--- src/hw/cpu_settings.svh ---
/*
 * cpu front end settings: data and address widths, micro-op queue depth.
 */
`ifndef CPU_SETTINGS_SVH
`define CPU_SETTINGS_SVH

////////////////////////////////////////////////////////////////////////////
// datapath widths
////////////////////////////////////////////////////////////////////////////
`define CPU_DATA_W       8      // one program byte.
`define CPU_ADDR_W       16     // operand or absolute address.

////////////////////////////////////////////////////////////////////////////
// buffering
////////////////////////////////////////////////////////////////////////////
`define CPU_QUEUE_DEPTH  4      // micro-op entries between decode and issue.

`endif

--- src/hw/isa_pkg.sv ---
/*
 * isa package: addressing-mode and operation fields of the 01 opcode group.
 */
package isa_pkg;

        // opcode layout is aaa_bbb_cc, cc selects the group.
        localparam logic [1:0] GROUP_01 = 2'b01;

        ////////////////////////////////////////////////////////////////////////////
        // addressing mode, opcode bits 4:2
        ////////////////////////////////////////////////////////////////////////////
        typedef enum logic [2:0] {
                am_x_ind = 3'b000,      // (zp,x).
                am_zpg   = 3'b001,
                am_imm   = 3'b010,
                am_abs   = 3'b011,
                am_ind_y = 3'b100,      // (zp),y.
                am_zpg_x = 3'b101,
                am_abs_y = 3'b110,
                am_abs_x = 3'b111
        } addr_mode_e;

        ////////////////////////////////////////////////////////////////////////////
        // operation, opcode bits 7:5
        ////////////////////////////////////////////////////////////////////////////
        typedef enum logic [2:0] {
                op_ora = 3'b000,
                op_and = 3'b001,
                op_eor = 3'b010,
                op_adc = 3'b011,
                op_sta = 3'b100,        // no immediate form.
                op_lda = 3'b101,
                op_cmp = 3'b110,
                op_sbc = 3'b111
        } op_code_e;

endpackage

--- src/hw/uop_pkg.sv ---
/*
 * micro-op package: decoded record passed from the decoder to issue.
 */
`include "cpu_settings.svh"

package uop_pkg;

        typedef enum logic [1:0] {
                cls_logic = 2'd0,
                cls_arith = 2'd1,
                cls_load  = 2'd2,
                cls_store = 2'd3
        } op_class_e;

        // compare runs through the adder, write enables tell it apart.
        localparam op_class_e cls_compare = cls_arith;

        typedef enum logic [1:0] {
                idx_none = 2'd0,
                idx_x    = 2'd1,
                idx_y    = 2'd2
        } index_sel_e;

        typedef struct packed {
                isa_pkg::op_code_e      op;
                isa_pkg::addr_mode_e    mode;
                index_sel_e             index;
                logic                   write_a;        // accumulator update.
                logic                   write_flags;
                logic                   mem_write;      // sta only.
                logic [`CPU_ADDR_W-1:0] operand;        // little endian.
        } uop_t;

endpackage

--- src/hw/cpu_frontend.sv ---
/*
 * cpu front end: decoder, micro-op queue and issue unit in a row.
 */
`include "cpu_settings.svh"

module cpu_frontend (
        input  logic                    clk,
        input  logic                    reset_n,
        input  logic                    byte_strobe,
        input  logic [`CPU_DATA_W-1:0]  byte_data,
        input  logic                    exec_stall,
        output logic                    fetch_hold,     // queue full level.
        output logic                    illegal,
        output logic                    issue,
        output uop_pkg::op_class_e      op_class,
        output logic                    write_a,
        output logic                    write_flags,
        output logic                    read_write,
        output uop_pkg::index_sel_e     index_sel,
        output logic                    imm_mode,
        output logic [`CPU_ADDR_W-1:0]  operand
);

        logic          uop_push;
        uop_pkg::uop_t uop_data;
        uop_pkg::uop_t head;
        logic          empty;
        logic          pop;

        opcode_decoder u_opcode_decoder (
                .clk         (clk),
                .reset_n     (reset_n),
                .byte_strobe (byte_strobe),
                .byte_data   (byte_data),
                .full        (fetch_hold),
                .uop_push    (uop_push),
                .uop_data    (uop_data),
                .illegal     (illegal)
        );

        uop_queue #(
                .payload_t (uop_pkg::uop_t),
                .DEPTH     (`CPU_QUEUE_DEPTH)
        ) u_uop_queue (
                .clk       (clk),
                .reset_n   (reset_n),
                .push      (uop_push),
                .push_data (uop_data),
                .pop       (pop),
                .head      (head),
                .full      (fetch_hold),
                .empty     (empty)
        );

        uop_issue u_uop_issue (
                .clk         (clk),
                .reset_n     (reset_n),
                .empty       (empty),
                .head        (head),
                .exec_stall  (exec_stall),
                .pop         (pop),
                .issue       (issue),
                .op_class    (op_class),
                .write_a     (write_a),
                .write_flags (write_flags),
                .read_write  (read_write),
                .index_sel   (index_sel),
                .imm_mode    (imm_mode),
                .operand     (operand)
        );

endmodule

--- src/hw/opcode_decoder.sv ---
/*
 * opcode decoder: collects an opcode and its operand bytes from the
 * byte stream and emits one decoded micro-op per instruction.
 */
`include "cpu_settings.svh"

module opcode_decoder (
        input  logic                   clk,
        input  logic                   reset_n,
        input  logic                   byte_strobe,
        input  logic [`CPU_DATA_W-1:0] byte_data,
        input  logic                   full,
        output logic                   uop_push,
        output uop_pkg::uop_t          uop_data,
        output logic                   illegal
);

        logic                   busy;           // operand bytes pending.
        logic [1:0]             fetch_count;
        logic [1:0]             fetch_target;
        logic [1:0]             next_count;
        isa_pkg::op_code_e      op_q;
        isa_pkg::addr_mode_e    mode_q;
        logic [`CPU_DATA_W-1:0] operand_lo;

        logic                   accept;
        logic                   last_byte;
        isa_pkg::op_code_e      byte_op;
        isa_pkg::addr_mode_e    byte_mode;
        logic                   byte_legal;

        // absolute forms carry two operand bytes.
        function automatic logic [1:0] target_of(input isa_pkg::addr_mode_e mode);
                case (mode)
                        isa_pkg::am_abs,
                        isa_pkg::am_abs_y,
                        isa_pkg::am_abs_x: return 2'd2;
                        default:           return 2'd1;
                endcase
        endfunction

        function automatic uop_pkg::index_sel_e index_of(input isa_pkg::addr_mode_e mode);
                case (mode)
                        isa_pkg::am_zpg_x,
                        isa_pkg::am_abs_x: return uop_pkg::idx_x;
                        isa_pkg::am_ind_y,
                        isa_pkg::am_abs_y: return uop_pkg::idx_y;
                        default:           return uop_pkg::idx_none;
                endcase
        endfunction

        assign accept     = byte_strobe && !full;       // hold drops the byte.
        assign byte_op    = isa_pkg::op_code_e'(byte_data[7:5]);
        assign byte_mode  = isa_pkg::addr_mode_e'(byte_data[4:2]);
        assign byte_legal = (byte_data[1:0] == isa_pkg::GROUP_01) &&
                            !(byte_op == isa_pkg::op_sta && byte_mode == isa_pkg::am_imm);
        assign next_count = fetch_count + 2'd1;
        assign last_byte  = accept && busy && (next_count == fetch_target);

        ////////////////////////////////////////////////////////////////////////////
        // fetch control
        ////////////////////////////////////////////////////////////////////////////
        always_ff @(posedge clk) begin
                if (!reset_n) begin
                        busy         <= 1'b0;
                        fetch_count  <= 2'd0;
                        fetch_target <= 2'd0;
                        uop_push     <= 1'b0;
                        illegal      <= 1'b0;
                end else begin
                        uop_push <= 1'b0;
                        illegal  <= 1'b0;
                        if (accept && !busy) begin
                                if (byte_legal) begin
                                        busy         <= 1'b1;
                                        fetch_count  <= 2'd0;
                                        fetch_target <= target_of(byte_mode);
                                end else begin
                                        illegal <= 1'b1;        // opcode dropped.
                                end
                        end else if (accept) begin
                                fetch_count <= next_count;
                                if (last_byte) begin
                                        busy     <= 1'b0;
                                        uop_push <= 1'b1;
                                end
                        end
                end
        end

        ////////////////////////////////////////////////////////////////////////////
        // opcode fields and operand assembly
        ////////////////////////////////////////////////////////////////////////////
        always_ff @(posedge clk) begin
                if (accept && !busy) begin
                        op_q   <= byte_op;
                        mode_q <= byte_mode;
                end
                if (accept && busy && fetch_count == 2'd0)
                        operand_lo <= byte_data;        // low byte first.
                if (last_byte) begin
                        uop_data.op          <= op_q;
                        uop_data.mode        <= mode_q;
                        uop_data.index       <= index_of(mode_q);
                        uop_data.write_a     <= (op_q != isa_pkg::op_sta) &&
                                                (op_q != isa_pkg::op_cmp);
                        uop_data.write_flags <= (op_q != isa_pkg::op_sta);
                        uop_data.mem_write   <= (op_q == isa_pkg::op_sta);
                        if (fetch_count == 2'd0)
                                uop_data.operand <= `CPU_ADDR_W'(byte_data);
                        else
                                uop_data.operand <= {byte_data, operand_lo};
                end
        end

        // the source waits out hold before strobing.
        a_no_strobe_on_hold: assert property (@(posedge clk) disable iff (!reset_n)
                byte_strobe |-> !full)
                else $error("opcode_decoder: byte strobe while queue full");

        a_push_not_full: assert property (@(posedge clk) disable iff (!reset_n)
                uop_push |-> !full)
                else $error("opcode_decoder: push into full queue");

endmodule

--- src/hw/uop_issue.sv ---
/*
 * issue unit: pops one micro-op at a time and drives a single cycle
 * of registered control outputs for it.
 */
`include "cpu_settings.svh"

module uop_issue (
        input  logic                    clk,
        input  logic                    reset_n,
        input  logic                    empty,
        input  uop_pkg::uop_t           head,
        input  logic                    exec_stall,
        output logic                    pop,
        output logic                    issue,
        output uop_pkg::op_class_e      op_class,
        output logic                    write_a,
        output logic                    write_flags,
        output logic                    read_write,     // low writes memory.
        output uop_pkg::index_sel_e     index_sel,
        output logic                    imm_mode,
        output logic [`CPU_ADDR_W-1:0]  operand
);

        function automatic uop_pkg::op_class_e class_of(input isa_pkg::op_code_e op);
                case (op)
                        isa_pkg::op_adc,
                        isa_pkg::op_sbc: return uop_pkg::cls_arith;
                        isa_pkg::op_cmp: return uop_pkg::cls_compare;
                        isa_pkg::op_lda: return uop_pkg::cls_load;
                        isa_pkg::op_sta: return uop_pkg::cls_store;
                        default:         return uop_pkg::cls_logic;
                endcase
        endfunction

        assign pop = !empty && !exec_stall;

        // fields idle at zero with read_write high between issues.
        always_ff @(posedge clk) begin
                if (!reset_n || !pop) begin
                        issue       <= 1'b0;
                        op_class    <= uop_pkg::cls_logic;
                        write_a     <= 1'b0;
                        write_flags <= 1'b0;
                        read_write  <= 1'b1;
                        index_sel   <= uop_pkg::idx_none;
                        imm_mode    <= 1'b0;
                        operand     <= '0;
                end else begin
                        issue       <= 1'b1;
                        op_class    <= class_of(head.op);
                        write_a     <= head.write_a;
                        write_flags <= head.write_flags;
                        read_write  <= !head.mem_write;
                        index_sel   <= head.index;
                        imm_mode    <= (head.mode == isa_pkg::am_imm);
                        operand     <= head.operand;
                end
        end

        // a stalled head stays put and nothing issues.
        a_stall_keeps_head: assert property (@(posedge clk) disable iff (!reset_n)
                exec_stall && !empty |=> !issue && !empty && $stable(head))
                else $error("uop_issue: record lost or issued under stall");

endmodule

--- src/hw/uop_queue.sv ---
/*
 * micro-op queue: circular FIFO with a type-parameter payload.
 */
module uop_queue #(
        parameter type payload_t = logic [7:0],
        parameter int  DEPTH     = 4
) (
        input  logic     clk,
        input  logic     reset_n,
        input  logic     push,
        input  payload_t push_data,
        input  logic     pop,
        output payload_t head,
        output logic     full,
        output logic     empty
);

        localparam int PTR_W = (DEPTH > 1) ? $clog2(DEPTH) : 1;
        localparam int CNT_W = $clog2(DEPTH + 1);

        payload_t         mem [DEPTH];
        logic [PTR_W-1:0] wr_ptr;
        logic [PTR_W-1:0] rd_ptr;
        logic [CNT_W-1:0] count;

        // wraps for any depth, not only powers of two.
        function automatic logic [PTR_W-1:0] ptr_next(input logic [PTR_W-1:0] ptr);
                return (ptr == PTR_W'(DEPTH - 1)) ? '0 : ptr + 1'b1;
        endfunction

        assign head  = mem[rd_ptr];
        assign full  = (count == CNT_W'(DEPTH));
        assign empty = (count == '0);

        always_ff @(posedge clk) begin
                if (push)
                        mem[wr_ptr] <= push_data;
        end

        always_ff @(posedge clk) begin
                if (!reset_n) begin
                        wr_ptr <= '0;
                        rd_ptr <= '0;
                        count  <= '0;
                end else begin
                        if (push)
                                wr_ptr <= ptr_next(wr_ptr);
                        if (pop)
                                rd_ptr <= ptr_next(rd_ptr);
                        case ({push, pop})
                                2'b10:   count <= count + 1'b1;
                                2'b01:   count <= count - 1'b1;
                                default: count <= count;        // both or neither.
                        endcase
                end
        end

        ////////////////////////////////////////////////////////////////////////////
        // protocol checks
        ////////////////////////////////////////////////////////////////////////////
        a_no_overflow: assert property (@(posedge clk) disable iff (!reset_n)
                push |-> !full)
                else $error("uop_queue: push while full");

        a_no_underflow: assert property (@(posedge clk) disable iff (!reset_n)
                pop |-> !empty)
                else $error("uop_queue: pop while empty");

endmodule

--- config.mk ---
export PLATFORM = sky130hd
export DESIGN_NAME = cpu_frontend
export DESIGN_NICKNAME = d
export VERILOG_FILES = /design/src/hw/isa_pkg.sv /design/src/hw/uop_pkg.sv /design/src/hw/cpu_frontend.sv /design/src/hw/opcode_decoder.sv /design/src/hw/uop_issue.sv /design/src/hw/uop_queue.sv
export VERILOG_INCLUDE_DIRS = /design/src /design/src/hw
export SDC_FILE = /design/constraint.sdc
export NUM_CORES = 1
export LEC_CHECK = 0
export ABC_AREA = 1
export BUFFER_PORTS_ARGS = -buffer_cell sky130_fd_sc_hd__clkbuf_2
export CAP_MARGIN = 40
export CORE_UTILIZATION = 35
export DETAILED_ROUTE_END_ITERATION = 10
export RECOVER_POWER = 50
export SYNTH_ARGS = -nofsm -noshare
export SYNTH_HDL_FRONTEND = slang
export SYNTH_SLANG_ARGS = --single-unit
--- constraint.sdc ---
create_clock -name clk -period 2 [get_ports clk]
set_input_delay 0.1 -clock clk [delete_from_list [all_inputs] [get_ports clk]]
set_output_delay 0.1 -clock clk [all_outputs]
set_load 0.05 [all_outputs]
==> results of run 1 <==
[logic make-up after synthesis]
logic type	synth area share, %
compound gates	8.23
xor+xnor	0.126
buf+inv	4.39
flops	75.9
simple gates	9.79
fa+ha+maj	1.54
[area by class of cell]
| cell class | count | area [um2] |
|---|---|---|
| fillers | 1836 | 11500 |
| well taps | 265 | 332 |
| repair buffers | 59 | 370 |
| clock inverters | 7 | 40.0 |
| multi-input cells | 276 | 1370 |
| flip-flops and latches | 190 | 5300 |
| inverters | 41 | 165 |
| clock buffers | 25 | 485 |
[cells in the final DEF, fill, tap and decap left out]
| cell | instances |
|---|---|
| o22ai_1 | 1 |
| o31ai_2 | 1 |
| dfxtp_1 | 40 |
| o21ai_1 | 12 |
| nand3_1 | 6 |
| dlygate4sd3_1 | 8 |
| a21oi_2 | 13 |
| nor2_1 | 110 |
| nand2_4 | 1 |
| edfxtp_1 | 149 |
| xor2_1 | 1 |
| buf_4 | 12 |
| nand2_2 | 4 |
| nor3_1 | 3 |
| clkbuf_16 | 17 |
| or2_1 | 1 |
| clkbuf_1 | 13 |
| dfxtp_2 | 1 |
| inv_1 | 34 |
| clkbuf_2 | 30 |
| a22oi_1 | 1 |
| clkinvlp_4 | 3 |
| buf_12 | 1 |
| a21oi_1 | 22 |
| ha_1 | 7 |
| o21a_1 | 1 |
| o211a_1 | 1 |
| nand3_2 | 2 |
| nor2_2 | 2 |
| nand2_1 | 36 |
| inv_4 | 1 |
| clkinv_2 | 5 |
| o21ai_0 | 50 |
| inv_6 | 1 |
| inv_2 | 4 |
| fa_2 | 1 |
| clkbuf_8 | 3 |
[through the flow]
step | setup WS [ps] | hold WS (ps) | instance area, um2
finish | 103 | 24.2 | 8050
global route | 13.1 | 46.7 | 8050
CTS | 50.5 | 14.0 | 8070
detailed placement | 66.9 | 309 | 7470
global placement | 142 | 311 | 7470
floorplan | 125 | 199 | 6980
[timing repair]
action                                  CTS  global route
hold buffers                              8             0
endpoints found under the hold margin    14             0
resized for setup                         0             5
endpoints found under the setup margin    0             1
buffers inserted                          0             0
[worst max-delay path, cell delays in order (launching register included)]
cell and delay, ps:
dfxtp_1 350, inv_1 80, ha_1 340, nand2_1 90
inv_1 60, o21ai_0 110, or2_1 290, clkinvlp_4 90
buf_12 170
[registers in the layout, summed over array words and instances (netlist names), 3 cells and up, named ones only]
register,flops
u_opcode_decoder.op_q,3
u_opcode_decoder.uop_data,27
u_opcode_decoder.operand_lo,8
u_uop_issue.operand,16
u_opcode_decoder.mode_q,3
u_uop_queue.count,3
u_uop_queue.mem,108
[per-layer routing]
| metal | global-route usage [%] | vias to the layer above | share of wire (%) |
|---|---|---|---|
| met5 | 0 | - | 0 |
| met4 | 5.43 | 0 | 0.70 |
| met3 | 3.82 | 7 | 4.5 |
| met2 | 21.5 | 77 | 50 |
| met1 | 16.1 | 1900 | 45 |
| li1 | - | 1936 | - |
[path summary, 6_finish.rpt]
path | slack [ps] | startpoint | endpoint
hold reg to reg | 430 | u_opcode_decoder.mode_q[1] | u_opcode_decoder.uop_data[22]
setup reg to reg | 100 | u_opcode_decoder.fetch_count[0] | u_opcode_decoder.uop_data[20]
setup / recovery | 100 | u_opcode_decoder.fetch_count[0] | u_opcode_decoder.uop_data[20]
hold / removal | 20 | reset_n | u_opcode_decoder.fetch_target[1]
[power breakdown]
group	switching, mW	internal, mW	total (mW)
sequential	0.0126	4.24	4.25
clock	1.34	1.68	3.02
combinational	0.0812	0.0420	0.123
==> results.cfg, run 1 <==
[routing]
drt_iter0_markers = 263
wl_per_cell_um = 14.4
viasPerCell = 4.54
drc = 0
num_vias = 3920
drtPass1Iterations = 5
totalWireLength_um = 12500
final_antenna_net_count = 0

[timing]
tns_ps = 0
timing.final.crit_share_pct = 94.9
fin_crit_ps = 1900
finalMaxSlewViolations = 0
skew_ps = 23.4
finalHoldViolations = 0
grt_setup_unrepaired = false
tightest_slew_ps = 524
slew_headroom_pct = 65.0
max_freq_mhz = 527
finalSetupViolations = 0

[layout]
finalNetCount = 605
fin_util_pct = 41.2
drive_above_1_share_pct = 17.1
final_cells = 863
diodes = 0
area_growth_pct = 15.5

[global_route]
grt_overflow_total = 0
grt_pass1_vias = 3748
antenna_found_initial = 0
grt_pass1_wl_um = 19600
grt.total_usage_pct = 13.1
grt_start_max_net_pins = 50

[logic_synthesis]
synth_seq_area_share_pct = 75.9
synth-edff-count = 149
synth_cell_types = 32
yosys-top-cells-count = 149 x edfxtp_1, 110 x nor2_1, 52 x o21ai_0
synth_most_common_cell = edfxtp_1
synth_top_area_cell = edfxtp_1
synth_area_per_cell_um2 = 13.2
ys_seq_elements = 190
synthTopCellsByArea = edfxtp_1 64%, dfxtp_1 12%, nor2_1 5.9%
syn-cell-area_um2 = 6980
yosysWarnings = 0
synthFlopType = edfxtp_1
syn-num-nets = 547
synth.top_cell.area_share_pct = 64.1
synth-async-reset-ratio_pct = 0
synthCells = 527

[floorplanning]
start_util_pct = 35.7
core-area_um2 = 19500
die-area_um2 = 20500
dieWidth_um = 143
die_y_um = 143
pin_count = 39
rows = 51

[power]
irDropWorstVdd_uv = 578
power_density_nw_per_um2 = 918
power_mw = 7.39
leakage_nw = 2.90

[min_path]
holdPathStages = 3
hold_path.class = primary input to register

[place]
gp_congestion = 0.729
numPortBuffers = 38
dp_cells = 823
hpwlAfterDp_um = 7720

[clock_tree]
h-tree-depth = 4
path_clk_slew_ps = 60
cts_made_buffers = 17
clock-sinks = 190
clk-insertion-delay-late_ps = 440
cts_root_buffer = clkbuf_16
cts_tree = yes
cts.path.max_buffers = 2

[setup_path]
cp_max_fo = 27
r2r_cells = 8
start_kind = register
worstPathArrival_ps = 2020
required_ps = 2120
end_kind = register
path_class = register to register

[run]
cap_violations = 0

[run_status]
status = finished, final reports clean
(Power assumes the default switching activity.)
==> run 2, diff against run 1 <==
==> constraint.sdc (replaced) <==
create_clock -name clk -period 1.5 [get_ports clk]
set_input_delay 0.075 -clock clk [delete_from_list [all_inputs] [get_ports clk]]
set_output_delay 0.075 -clock clk [all_outputs]
set_load 0.05 [all_outputs]
==> results.cfg, run 2 (synthesis gave the netlist of run 1 again) <==
[run_status]
status = complete, but fails checks
violations = negative setup slack

[layout]
drive_above_1_share_pct = 19.7
top_regs = u_uop_queue.mem x108, u_opcode_decoder.uop_data x27, u_uop_issue.operand x16
fill_cells = 1813
final_cells = 883
area_growth_pct = 22.0
finalNetCount = 625
diodes = 0
design_area_um2 = 8510
regMostFlops = u_uop_queue.mem
largest_register_ffs = 108
mostFrequentLayoutCells = 149 x edfxtp_1, 108 x nor2_1, 49 x o21ai_0
final_common_cell = edfxtp_1

[min_path]
holdPathStages = 5
holdPathEnd = u_opcode_decoder.fetch_count[1]
hold_start = byte_strobe
hold_path.class = primary input to register

[floorplanning]
core-area_um2 = 19500
start_util_pct = 35.7
dieWidth_um = 143
rows = 51
pin_count = 39
die-area_um2 = 20500
die_y_um = 143

[setup_path]
crit_buf_inv = 3
start_kind = register
r2r_slack_ps = -190
r2r_cells = 7
reg2reg_from = u_opcode_decoder.fetch_count[1]
path_class = register to register
crit_cells = 7
worstReg2RegEnd = u_opcode_decoder.uop_data[21]
worstPathArrival_ps = 1830
required_ps = 1640
cpMaxStageDelayCell = dfxtp_2
max_stage_delay_ps = 340
end_kind = register
cp_max_fo = 14
path_cells = inv_2 > ha_4 > nor2_2 > o21ai_2 > or2_4 > clkinvlp_4 > buf_12
crit_family = simple AND/OR/NAND/NOR gates

[global_route]
grt.total_usage_pct = 13.9
grt_pass1_vias = 3963
antenna_found_initial = 0
grt_pass1_wl_um = 20700
grt_overflow_total = 0
grt_start_max_net_pins = 50

[clock_tree]
h-tree-depth = 4
cts_tree = yes
cts_root_buffer = clkbuf_16
cts_made_buffers = 17
path_clk_slew_ps = 70
cts.path.max_buffers = 2
clock-sinks = 190
clk-insertion-delay-late_ps = 440

[place]
dp_cells = 833
postPlaceCellArea_um2 = 7670
gp_congestion = 0.762
hpwlAfterDp_um = 8030
numPortBuffers = 38

[timing]
finalSetupViolations = 29
slew_headroom_pct = 59.5
timing.final.crit_share_pct = 113
finalMaxSlewViolations = 0
whs_ps = 33.9
skew_ps = 9.43
fin_crit_ps = 1690
grt_setup_unrepaired = true
max_freq_mhz = 592
tightest_slew_ps = 611
setup_ws_ps = -189
finalHoldViolations = 0

[power]
irDropWorstVdd_uv = 783
power_density_nw_per_um2 = 1280
leakage_nw = 2.99
power_mw = 10.9

[routing]
drtPass1Iterations = 4
drt_iter0_markers = 277
viasPerCell = 4.55
num_vias = 4015
totalWireLength_um = 13300
wl_per_cell_um = 15.0
drc = 0
final_antenna_net_count = 0

[run]
cap_violations = 0
## run 2: worst max-delay path by stage
| stage | startpoint | endpoint | slack [ps] |
|---|---|---|---|
| 5_1_grt | u_uop_queue.count[1] | u_uop_queue.count[2] | -260 |
| 3_5_place_dp | u_opcode_decoder.fetch_count[1] | u_opcode_decoder.uop_data[23] | -150 |
| 2_1_floorplan | u_opcode_decoder.fetch_count[0] | u_opcode_decoder.uop_data[0] | -210 |
| 6_report | u_opcode_decoder.fetch_count[1] | u_opcode_decoder.uop_data[21] | -190 |
| 4_1_cts | u_opcode_decoder.fetch_count[0] | u_opcode_decoder.uop_data[23] | -130 |
| 3_3_place_gp | u_opcode_decoder.fetch_count[0] | u_opcode_decoder.uop_data[17] | -100 |
## run 2: area by class of cell
class / instances / area (um2) / share of cell area [%]
clock buffer: 20 / 437 / 5.13
inverter: 41 / 179 / 2.10
tap: 265 / 332 / 3.90
timing repair buffer: 79 / 591 / 6.94
clock inverter: 12 / 230 / 2.71
sequential: 190 / 5300 / 62.3
multi-input combinational: 276 / 1440 / 16.9
## run 2: worst reg2reg max path, stage by stage (launching register included)
cell,delay [ps]
dfxtp_2,340
inv_2,50
ha_4,240
nor2_2,130
o21ai_2,80
or2_4,250
clkinvlp_4,140
buf_12,160
## run 2: what timing repair did
item / CTS / global route
hold endpoints to repair: 14 / 0
buffers inserted: 6 / 2
cloned: 0 / 2
setup endpoints to repair: 29 / 30
pin swaps: 2 / 4
gates resized for setup: 4 / 10
hold buffers: 8 / 0
## run 2: power breakdown
part | internal, mW | total (mW) | switching, mW
clock | 3.15 | 5.07 | 1.92
sequential | 5.65 | 5.67 | 0.0175
combinational | 0.0696 | 0.188 | 0.119
## run 2: through the flow
step                      worst slack, ps  util (%)  TNS [ps]
after CTS                            -132      43.4     -3580
after global routing                 -265      43.6     -7040
after floorplan                      -206         -     -5630
after detailed placement             -148      39.3     -4120
after global placement               -105      39.3     -2840
final                                -189      43.6     -5020
## run 2: layer usage
| layer | up-vias | part of all wire (%) | track usage (%) |
|---|---|---|---|
| li1 | 1983 | - | - |
| met1 | 1933 | 46 | 17.2 |
| met2 | 83 | 48 | 22.4 |
| met3 | 16 | 4.4 | 5.06 |
| met4 | 0 | 1.5 | 4.87 |
| met5 | - | 0 | 0 |
